`src/klClk_macros.svh`:
```
//////////////////////////////////////////////////////////////////////
// Clock board widths, diagnostic function, load and read select codes
//////////////////////////////////////////////////////////////////////
`ifndef KL_CLK_MACROS_SVH
`define KL_CLK_MACROS_SVH

`define KL_EBUS_W      6
`define KL_DIAG_SEL_W  3
`define KL_BURST_W     8
`define KL_RATE_W      2

// Control functions (00x)
`define KL_FN_START        3'd1
`define KL_FN_SINGLE_STEP  3'd2
`define KL_FN_BURST        3'd5
`define KL_FN_CLR_RESET    3'd6
`define KL_FN_SET_RESET    3'd7

// Load functions (04x)
`define KL_LD_BURST_LSB  3'd2
`define KL_LD_BURST_MSB  3'd3
`define KL_LD_RATE       3'd4
`define KL_LD_DISABLE    3'd5
`define KL_LD_PARITY     3'd6
`define KL_LD_MISC       3'd7

// Read selects
`define KL_RD_BURST_MSB  3'd0
`define KL_RD_BURST_LSB  3'd1
`define KL_RD_RUN        3'd2
`define KL_RD_ERRORS     3'd3
`define KL_RD_RATE       3'd4
`define KL_RD_DISABLE    3'd5
`define KL_RD_PARITY     3'd6
`define KL_RD_SPARE      3'd7

`endif
```
`src/klClkPkg.sv`:
```
//////////////////////////////////////////////////////////////////////
// Clock board types: data words, strobes, configuration, errors
//////////////////////////////////////////////////////////////////////
`include "klClk_macros.svh"

package klClkPkg;

  typedef logic [`KL_EBUS_W-1:0]     ebusData_t;
  typedef logic [`KL_DIAG_SEL_W-1:0] diagSel_t;
  typedef logic [`KL_BURST_W-1:0]    burstCount_t;
  typedef logic [`KL_RATE_W-1:0]     rateSel_t;

  // One-cycle decoded control functions
  typedef struct packed {
    logic start;
    logic singleStep;
    logic burst;
    logic clrReset;
    logic setReset;
    logic anyFunc;
  } funcStrobes_t;

  typedef struct packed {
    logic [1:0] sourceSel;
    rateSel_t   rateSel;
    logic       crmDis;
    logic       edpDis;
    logic       ctlDis;
    logic       fmParCheck;
    logic       cramParCheck;
    logic       dramParCheck;
    logic       fsCheck;
    logic       mboxCycleDis;
    logic       errStopEn;
  } clkConfig_t;

  typedef struct packed {
    logic dramOddParity;
    logic cramPar;
    logic fmOddParity;
    logic fsFault;
  } parityIn_t;

  typedef struct packed {
    logic dramParErr;
    logic cramParErr;
    logic fmParErr;
    logic fsErr;
    logic errorStop;
  } errorStatus_t;

  typedef struct packed {
    logic go;
    logic burst;
    logic stepPending;
    logic mrReset;
  } runState_t;

  typedef struct packed {
    logic crm;
    logic edp;
    logic ctl;
  } sectionEn_t;

endpackage

```
`src/klClkBoard.sv`:
```
//////////////////////////////////////////////////////////////////////
// Diagnostic clock control board top level
//////////////////////////////////////////////////////////////////////
`timescale 1ns/100ps

module klClkBoard (
  input  logic                 CLK,
  input  logic                 rstN,
  input  logic                 diagCtlFunc,
  input  logic                 diagLdFunc,
  input  logic                 diagRead,
  input  klClkPkg::diagSel_t   diagSel,
  input  klClkPkg::ebusData_t  ebusIn,
  input  klClkPkg::parityIn_t  parity,
  output logic                 eboxClkEn,
  output logic                 errorStop,
  output logic                 mrReset,
  output logic                 ebusDrive,
  output klClkPkg::sectionEn_t sectionEn,
  output klClkPkg::ebusData_t  ebusOut
);

  import klClkPkg::*;

  funcStrobes_t funcs;
  clkConfig_t   cfg;
  logic         ldBurstLsb;
  logic         ldBurstMsb;
  burstCount_t  count;
  logic         burstZero;
  runState_t    run;
  logic         errClear;
  errorStatus_t errs;

  diagConfigRegs cfgRegs (
    .CLK(CLK), .rstN(rstN), .diagCtlFunc(diagCtlFunc), .diagLdFunc(diagLdFunc),
    .diagSel(diagSel), .ebusIn(ebusIn), .funcs(funcs),
    .ldBurstLsb(ldBurstLsb), .ldBurstMsb(ldBurstMsb), .cfg(cfg)
  );

  burstCounter burstCnt (
    .CLK(CLK), .rstN(rstN), .ldLsb(ldBurstLsb), .ldMsb(ldBurstMsb), .data(ebusIn),
    .burstMode(run.burst), .eboxClkEn(eboxClkEn), .count(count), .burstZero(burstZero)
  );

  gateControl gate (
    .CLK(CLK), .rstN(rstN), .funcs(funcs), .rateSel(cfg.rateSel),
    .burstZero(burstZero), .errorStop(errs.errorStop),
    .eboxClkEn(eboxClkEn), .run(run), .errClear(errClear)
  );

  parityErrors parErr (
    .CLK(CLK), .rstN(rstN), .eboxClkEn(eboxClkEn), .errClear(errClear),
    .parity(parity), .cfg(cfg), .errs(errs)
  );

  diagReadMux readMux (
    .diagRead(diagRead), .diagSel(diagSel), .count(count), .run(run),
    .errs(errs), .cfg(cfg), .ebusDrive(ebusDrive), .ebusOut(ebusOut)
  );

  // Per-section EBOX clock enables
  assign sectionEn.crm = eboxClkEn & ~cfg.crmDis;
  assign sectionEn.edp = eboxClkEn & ~cfg.edpDis;
  assign sectionEn.ctl = eboxClkEn & ~cfg.ctlDis;

  assign errorStop = errs.errorStop;
  assign mrReset   = run.mrReset;

endmodule

```
`src/diagReadMux.sv`:
```
//////////////////////////////////////////////////////////////////////
// Diagnostic bus readback selected by the diagnostic select code
//////////////////////////////////////////////////////////////////////
`timescale 1ns/100ps
`include "klClk_macros.svh"

module diagReadMux (
  input  logic                   diagRead,
  input  klClkPkg::diagSel_t     diagSel,
  input  klClkPkg::burstCount_t  count,
  input  klClkPkg::runState_t    run,
  input  klClkPkg::errorStatus_t errs,
  input  klClkPkg::clkConfig_t   cfg,
  output logic                   ebusDrive,
  output klClkPkg::ebusData_t    ebusOut
);

  assign ebusDrive = diagRead;

  // Fields listed from bit 5 down
  always_comb begin
    ebusOut = '0;
    if (diagRead) begin
      case (diagSel)
        `KL_RD_BURST_MSB: ebusOut = {2'b00, count[7:4]};
        `KL_RD_BURST_LSB: ebusOut = {2'b00, count[3:0]};
        `KL_RD_RUN:       ebusOut = {errs.errorStop, run.go, run.burst,
                                     run.stepPending, run.mrReset, 1'b0};
        `KL_RD_ERRORS:    ebusOut = {errs.dramParErr, errs.cramParErr,
                                     errs.fmParErr, errs.fsErr, 2'b00};
        `KL_RD_RATE:      ebusOut = {cfg.sourceSel, cfg.rateSel,
                                     cfg.mboxCycleDis, 1'b0};
        `KL_RD_DISABLE:   ebusOut = {cfg.crmDis, cfg.edpDis, cfg.ctlDis,
                                     cfg.errStopEn, 2'b00};
        `KL_RD_PARITY:    ebusOut = {cfg.fmParCheck, cfg.cramParCheck,
                                     cfg.dramParCheck, cfg.fsCheck, 2'b00};
        `KL_RD_SPARE:     ebusOut = '0;
        default:          ebusOut = '0;
      endcase
    end
  end

endmodule

```
`src/parityErrors.sv`:
```
//////////////////////////////////////////////////////////////////////
// Parity and field-service error capture with error stop latch
//////////////////////////////////////////////////////////////////////
`timescale 1ns/100ps

module parityErrors (
  input  logic                   CLK,
  input  logic                   rstN,
  input  logic                   eboxClkEn,
  input  logic                   errClear,
  input  klClkPkg::parityIn_t    parity,
  input  klClkPkg::clkConfig_t   cfg,
  output klClkPkg::errorStatus_t errs
);

  logic fsHit;

  assign fsHit = cfg.fsCheck && parity.fsFault;

  // Errors are sticky until clear reset
  always_ff @(posedge CLK or negedge rstN) begin
    if (!rstN) begin
      errs <= '0;
    end else if (errClear) begin
      errs <= '0;
    end else if (eboxClkEn) begin
      if (cfg.dramParCheck && !parity.dramOddParity) errs.dramParErr <= 1'b1;
      if (cfg.cramParCheck && !parity.cramPar)       errs.cramParErr <= 1'b1;
      if (cfg.fmParCheck && !parity.fmOddParity)     errs.fmParErr   <= 1'b1;
      if (fsHit)                                     errs.fsErr      <= 1'b1;
      // Field service fault stops the clock when enabled
      if (fsHit && cfg.errStopEn)                    errs.errorStop  <= 1'b1;
    end
  end

endmodule

```
`src/gateControl.sv`:
```
//////////////////////////////////////////////////////////////////////
// Rate prescaler, run latches, master reset and EBOX pulse gating
//////////////////////////////////////////////////////////////////////
`timescale 1ns/100ps

module gateControl (
  input  logic                   CLK,
  input  logic                   rstN,
  input  klClkPkg::funcStrobes_t funcs,
  input  klClkPkg::rateSel_t     rateSel,
  input  logic                   burstZero,
  input  logic                   errorStop,
  output logic                   eboxClkEn,
  output klClkPkg::runState_t    run,
  output logic                   errClear
);

  logic [2:0] prescale;
  logic [2:0] rateMask;
  logic       rateTick;
  logic       pulseNext;

  // Divide by 1, 2, 4 or 8
  always_comb begin
    case (rateSel)
      2'd0:    rateMask = 3'b000;
      2'd1:    rateMask = 3'b001;
      2'd2:    rateMask = 3'b011;
      default: rateMask = 3'b111;
    endcase
  end

  assign rateTick = (prescale & rateMask) == 3'b000;

  assign pulseNext = rateTick && !errorStop &&
                     (run.go || (run.burst && !burstZero) || run.stepPending);

  assign errClear = funcs.clrReset;

  always_ff @(posedge CLK or negedge rstN) begin
    if (!rstN) begin
      prescale <= '0;
    end else begin
      prescale <= prescale + 3'd1;
    end
  end

  always_ff @(posedge CLK or negedge rstN) begin
    if (!rstN) begin
      eboxClkEn <= 1'b0;
    end else begin
      eboxClkEn <= pulseNext;
    end
  end

  always_ff @(posedge CLK or negedge rstN) begin
    if (!rstN) begin
      run <= '0;
    end else begin
      // Any control function reloads all three run latches
      if (funcs.anyFunc) begin
        run.go          <= funcs.start;
        run.burst       <= funcs.burst;
        run.stepPending <= funcs.singleStep;
      end else if (pulseNext) begin
        run.stepPending <= 1'b0;
      end
      // Master reset flip-flop
      if (funcs.clrReset) begin
        run.mrReset <= 1'b1;
      end else if (funcs.setReset) begin
        run.mrReset <= 1'b0;
      end
    end
  end

endmodule

```
`src/burstCounter.sv`:
```
//////////////////////////////////////////////////////////////////////
// Burst mode pulse counter, loaded one nibble at a time
//////////////////////////////////////////////////////////////////////
`timescale 1ns/100ps

module burstCounter (
  input  logic                  CLK,
  input  logic                  rstN,
  input  logic                  ldLsb,
  input  logic                  ldMsb,
  input  klClkPkg::ebusData_t   data,
  input  logic                  burstMode,
  input  logic                  eboxClkEn,
  output klClkPkg::burstCount_t count,
  output logic                  burstZero
);

  logic decrement;

  assign decrement = eboxClkEn && burstMode && (count != '0);

  // Looks ahead past a decrement in flight, so the gate sees the
  // last pulse of a burst in time even at the full rate
  assign burstZero = (count == '0) || (decrement && (count == 8'd1));

  always_ff @(posedge CLK or negedge rstN) begin
    if (!rstN) begin
      count <= '0;
    end else if (ldLsb) begin
      count[3:0] <= data[3:0];
    end else if (ldMsb) begin
      count[7:4] <= data[3:0];
    end else if (decrement) begin
      count <= count - 8'd1;
    end
  end

endmodule

```
`src/diagConfigRegs.sv`:
```
//////////////////////////////////////////////////////////////////////
// Diagnostic function decode and clock configuration registers
//////////////////////////////////////////////////////////////////////
`timescale 1ns/100ps
`include "klClk_macros.svh"

module diagConfigRegs (
  input  logic                   CLK,
  input  logic                   rstN,
  input  logic                   diagCtlFunc,
  input  logic                   diagLdFunc,
  input  klClkPkg::diagSel_t     diagSel,
  input  klClkPkg::ebusData_t    ebusIn,
  output klClkPkg::funcStrobes_t funcs,
  output logic                   ldBurstLsb,
  output logic                   ldBurstMsb,
  output klClkPkg::clkConfig_t   cfg
);

  logic ldRate;
  logic ldDisable;
  logic ldParity;
  logic ldMisc;

  // Control function decode
  // Codes 0, 3 and 4 only reload the run latches
  always_comb begin
    funcs = '0;
    funcs.anyFunc = diagCtlFunc;
    if (diagCtlFunc) begin
      case (diagSel)
        `KL_FN_START:       funcs.start = 1'b1;
        `KL_FN_SINGLE_STEP: funcs.singleStep = 1'b1;
        `KL_FN_BURST:       funcs.burst = 1'b1;
        `KL_FN_CLR_RESET:   funcs.clrReset = 1'b1;
        `KL_FN_SET_RESET:   funcs.setReset = 1'b1;
        default:            ;
      endcase
    end
  end

  // Load strobes
  assign ldBurstLsb = diagLdFunc && (diagSel == `KL_LD_BURST_LSB);
  assign ldBurstMsb = diagLdFunc && (diagSel == `KL_LD_BURST_MSB);
  assign ldRate     = diagLdFunc && (diagSel == `KL_LD_RATE);
  assign ldDisable  = diagLdFunc && (diagSel == `KL_LD_DISABLE);
  assign ldParity   = diagLdFunc && (diagSel == `KL_LD_PARITY);
  assign ldMisc     = diagLdFunc && (diagSel == `KL_LD_MISC);

  always_ff @(posedge CLK or negedge rstN) begin
    if (!rstN) begin
      cfg <= '0;
    end else begin
      if (ldRate) begin
        cfg.sourceSel <= ebusIn[3:2];
        cfg.rateSel   <= ebusIn[1:0];
      end
      if (ldDisable) begin
        cfg.crmDis <= ebusIn[2];
        cfg.edpDis <= ebusIn[1];
        cfg.ctlDis <= ebusIn[0];
      end
      if (ldParity) begin
        cfg.fmParCheck   <= ebusIn[3];
        cfg.cramParCheck <= ebusIn[2];
        cfg.dramParCheck <= ebusIn[1];
        cfg.fsCheck      <= ebusIn[0];
      end
      // Only cycle disable and error stop enable survive in 047
      if (ldMisc) begin
        cfg.mboxCycleDis <= ebusIn[3];
        cfg.errStopEn    <= ebusIn[0];
      end
    end
  end

endmodule

```
`config.mk`:
```
export PLATFORM = sky130hd
export DESIGN_NAME = klClkBoard
export DESIGN_NICKNAME = d
export VERILOG_FILES = /design/src/klClkPkg.sv /design/src/klClkBoard.sv /design/src/diagReadMux.sv /design/src/parityErrors.sv /design/src/gateControl.sv /design/src/burstCounter.sv /design/src/diagConfigRegs.sv
export VERILOG_INCLUDE_DIRS = /design/src
export SDC_FILE = /design/constraint.sdc
export NUM_CORES = 1
export LEC_CHECK = 0
export ABC_AREA = 1
export BUFFER_PORTS_ARGS = -buffer_cell sky130_fd_sc_hd__buf_2
export CAP_MARGIN = 20
export CORE_AREA = 2 2 63 65
export CTS_CLUSTER_SIZE = 10
export DETAILED_ROUTE_END_ITERATION = 8
export DIE_AREA = 0 0 65 67
export GPL_TIMING_DRIVEN = 0
export PLACE_DENSITY = 0.87
export SETUP_SLACK_MARGIN = 0.3
export SLEW_MARGIN = 20
export SYNTH_ARGS = -nofsm -noshare
export SYNTH_HDL_FRONTEND = slang
export SYNTH_SLANG_ARGS = --single-unit
```
`constraint.sdc`:
```
create_clock -name CLK -period 4.08 [get_ports CLK]
set_clock_uncertainty 0.2 [all_clocks]
set_input_delay 0.612 -clock CLK [delete_from_list [all_inputs] [get_ports CLK]]
set_output_delay 0.612 -clock CLK [all_outputs]
set_load 0.05 [all_outputs]
```
-- Word level (Yosys, flattened, before mapping)
Index checks and enable logic that the tools add are counted.
- add/subtract/negate cells: 2
- equal/unequal tests: 11
- mux-type cells: 24
- bitwise operators: 8
- reduce and logical (&&, ||, !) cells: 47
- operator list (operator ; number):
    $pmux W6 S8 ; 1
    $reduce_bool A2 Y1 ; 10
    $logic_and A1 B1 Y1 ; 17
    $mux W5 ; 3
    $mux W1 ; 14
    $reduce_and A2 Y1 ; 7
    $eq A3 B3 Y1 const B ; 4
    $mux W4 ; 3
    $pmux W3 S3 ; 1
    $eq A8 B1 Y1 const B ; 1
    $logic_not A8 Y1 ; 1
    $mux W8 ; 1
    $reduce_bool A8 Y1 ; 1
    $sub A8 B1 Y8 const B ; 1
    $eq A3 B2 Y1 const B ; 2
    $logic_not A3 Y1 ; 2
    $mux W6 ; 1
    $logic_not A1 Y1 ; 5
    $not A1 Y1 ; 4
    $add A3 B1 Y3 const B ; 1
    $and A1 B1 Y1 ; 3
    $and A3 B3 Y3 ; 1
    $eq A3 B1 Y1 const B ; 1
    $logic_or A1 B1 Y1 ; 3
    other kinds (4) ; 4
- register bits after elaboration: 34
- bits of input ports: 18
- output and inout bits: 13
- word-level logic and storage cells: 116

-- Depth between registers and ports, before layout
- depth after elaboration: 11
- gate-level depth with buffers: 9
- depth with buffers taken out: 9

-- Modules after synthesis
A second synthesis with hierarchy kept.
- cell total of the unflattened synthesis: 312
- area, all modules: 2203.4 um2
- by module, submodules not included (module ; times used ; cells an instance ; area an instance (um2) ; sequential area each (um2)):
    burstCounter ; 1 ; 103 ; 671.9 ; 200.2
    diagConfigRegs ; 1 ; 80 ; 619.3 ; 325.3
    diagReadMux ; 1 ; 70 ; 350.3 ; 0.0
    gateControl ; 1 ; 35 ; 336.6 ; 200.2
    parityErrors ; 1 ; 20 ; 202.7 ; 125.1
    klClkBoard ; 1 ; 4 ; 22.5 ; 0.0

-- Worst setup path after synthesis
No wires, ideal clock.
- path kind: input to output
- from: input diagSel[2]
- to: output ebusOut[3]
- arrival time: 1864 ps
- data required time: 3268 ps
- setup slack: 1404 ps
- stages on the path: 5
- path buffers: 0
- path through: inv_2 nand3_2 inv_1 a21oi_1 a21oi_1
- cells in the longest elaborated chain, start to end: 3
- elaborated cells on any way between the ends: 10
- those cells by class: eq/ne (7); mux (2); reduce/logical (1)
- ends and longest elaborated chain (item ; RTL line ; text):
    start: declaration ; klClkBoard.sv:12 ; input klClkPkg::diagSel_t diagSel,
    $eq A3 B3 Y1 (tied with other cells) ; diagReadMux.sv:24 ; case (diagSel)
    $pmux W6 S8 * ; diagReadMux.sv:24 ;
    $mux W6 * ; diagReadMux.sv:23 ; if (diagRead) begin
    end: declaration ; klClkBoard.sv:20 ; output klClkPkg::ebusData_t ebusOut
Every way passes the cells marked *; elsewhere a longest branch is shown, timed or not.

-- Final worst setup path
- from: input diagSel[0]
- to: output ebusOut[3]
The elaborated chain is that of the path after synthesis.

==> results.yml <==
place:
  detailedPlace.worstSlack_ns: 1.37
  portBuffers: 28
  gp_congestion: 0.956
  post-dp-hpwl_mm: 3.60
  dpl_cell_area_um2: 2160
  place_inst: 354
synthesis:
  syn-num-nets: 299
  syn_inst: 278
  yosysMostFrequentCell: "nand2_1"
  yosys.area.top_type: "dfrtp_1"
  synth_edf_count: 0
  synth_top_area_share_pct: 43.5
  ys_ff_latch: 34
  avgSynthCellArea_um2: 7.03
  synth_ff_type: "dfrtp_1"
  yosysWarningCount: 0
  yosys-top-cells-area: "dfrtp_1 44%, nand2_1 20%, o21ai_0 6.7%"
  async_flop_share_pct: 100
  yosysSeqAreaShare_pct: 43.5
  synth_area_um2: 1960
  ys_types: 27
  synthTopCellsByCount: "104 x nand2_1, 34 x dfrtp_1, 34 x inv_1"
global_routing:
  track_usage_pct: 25.7
  grt_max_degree: 35
  grt-ovfl-total: 0
  grt_pass1_wl_mm: 8.37
  first_global_vias: 1897
  antenna_found_initial: 0
final_layout:
  area_delta_synth_final_pct: 15.1
  nNetsFinal: 334
  multiInputGateArea_um2: 947
  design_area_um2: 2250
  fin_cells: 362
  seq_area_um2: 851
  utilization_pct: 62.4
  nFillCells: 325
  drive_gt1_share_pct: 16.6
  diodes: 0
routing:
  remaining_drc_errors: 0
  drtIter0Drc: 222
  via_per_inst: 5.40
  drtPass1Iterations: 5
  wl_mm: 4.82
  ant_nets: 0
  post_drt_wl_per_cell_um: 13.3
  dr_total_vias: 1956
power:
  power_switching_mw: 0.532
  clockPowerShare_pct: 21.5
  p_leak_nw: 1.24
  p_per_area_nw_per_um2: 549
  total_power_mw: 1.24
  internal_power_mw: 0.705
  power_frac_seq_pct: 41.7
  sw_frac_of_total_pct: 43.0
  power_frac_comb_pct: 36.8
  max-vdd-ir-drop_v: 0.000241
timing:
  finalHoldViolations: 0
  worst_pin_slew_ns: 0.753
  final-setup-viol-count: 0
  timing.final.crit_share_pct: 67.1
  clock.fmax_ghz: 0.365
  post-route-min-period_ns: 2.74
  worst_hold_slack_ns: 0.186
  drv_slew: 0
  worst_slack_ns: 1.34
  max_slew_margin_pct: 49.8
  rsz0062_at_grt: "no"
  tns_ns: 0
die:
  start_util_pct: 54.2
  die_y_um: 67
  dieArea_um2: 4360
  core_um2: 3610
  die_width_um: 65
  rows: 22
  ios: 31
critical_path:
  path_max_fanout: 6
  arrival_ns: 1.92
  startpoint_type: "input pin"
  required_ns: 3.27
  crit_slowest_cell: "nor3_2"
  crit_family: "simple AND/OR/NAND/NOR gates"
  critical_path.max_stage_delay_ns: 0.39
  crit_chain: "buf_2, inv_2, nor3_2, nand2_1, nand2_1, nor2_1, a21oi_1, buf_2"
  crit_path_end_kind: "primary output"
  critical_path_class: "in -> out"
  worst-path-buf-inv: 3
clock_network:
  cts_made_buffers: 5
  cts_resized: 0
  cts-root-buf: "clkbuf_8"
  clk_latency_ns: 0.29
  htree_levels: 2
  clockBufferDepth: 2
  clk_pin_slew_ns: 0.07
  cts_tree: "built"
  cts.sinks: 34
  cts_hold_buffers: 0
  post_cts_buffers: 0
outcome:
  status: "finished clean"
hold_path:
  hp-class: "in -> async"
run:
  max-cap-violations: 0
-- cell families (layout without fill, tap and decap cells) --
logic type | count (synthesis) | count (layout) | share of synthesized area [%]
AND/OR/NAND/NOR | 150 | 150 | 32.6
AO/OA/AOI/OAI | 49 | 49 | 13.5
buffers and inverters | 41 | 77 | 8.06
flip-flops | 34 | 34 | 43.5
adder cells (fa/ha/maj) | 3 | 3 | 1.92
XOR/XNOR | 1 | 1 | 0.448
-- routing by layer --
metal  global-route usage [%]  routed length, µm  part of all wire, %
met4                     15.2                142                  2.9
met2                     41.1               2300                   48
met1                     32.5               2030                   42
met5                        0                  0                    0
met3                     4.73                348                  7.2
-- final timing paths --
path	from	end	slack [ns]	depth (start not counted)
worst max-delay path	diagSel[0]	ebusOut[3]	1.34	8
worst min-delay path	rstN	cfgRegs.cfg[7]	0.19	1
worst max register to register	burstCnt.count[0]	burstCnt.count[3]	2.08	9
worst min register to register	gate.prescale[0]	gate.prescale[0]	0.29	1
max in group asynchronous	rstN	gate.eboxClkEn	3.02	1
min in group CLK	gate.prescale[0]	gate.prescale[0]	0.29	1
-- cell type report --
type	instances	area share, %
clock inverters	2	0.556
multi-input cells	203	42.1
inverters	40	6.67
plain buffers	1	0.334
flip-flops and latches	34	37.8
repair buffers	28	6.23
well taps	48	2.67
clock buffers	6	3.67
-- power by group through the flow --
stage	Clock, mW	Sequential (mW)	Combinational, mW
finish	0.266	0.516	0.455
global route	0.283	0.527	0.527
CTS	0.270	0.513	0.450
detailed placement	0	0.519	0.445
global placement	0	0.516	0.431
floorplan	0	0.513	0.326
-- state kept, by name (all words and copies together), names as in the netlist --
signal,count
cfgRegs.cfg,13
burstCnt.count,8
parErr.errs,5
gate.run,4
gate.prescale,3
gate.eboxClkEn,1
-- layout by cell type (no fill, tap or decap), drive strengths merged --
cell type,count
nand2,105
o21a,1
nor4,1
inv,40
a21boi,1
o22ai,2
o21bai,1
nand4,2
nand3,14
ha,3
nor3,4
a21oi,8
clkbuf,6
clkinvlp,1
clkinv,1
dfrtp,34
o21ai,34
xor2,1
nor2,24
buf,29
o211ai,2
-- worst register-to-register path: cells and delay by family, from the launching register on --
| kind | cells | cell delay [ns] |
|---|---|---|
| simple gates | 5 | 0.51 |
| flops | 1 | 0.45 |
| compound gates | 1 | 0.29 |
| fa+ha+maj | 1 | 0.25 |
| buf+inv | 2 | 0.20 |
Note: power is estimated with default switching activity, not from simulation.
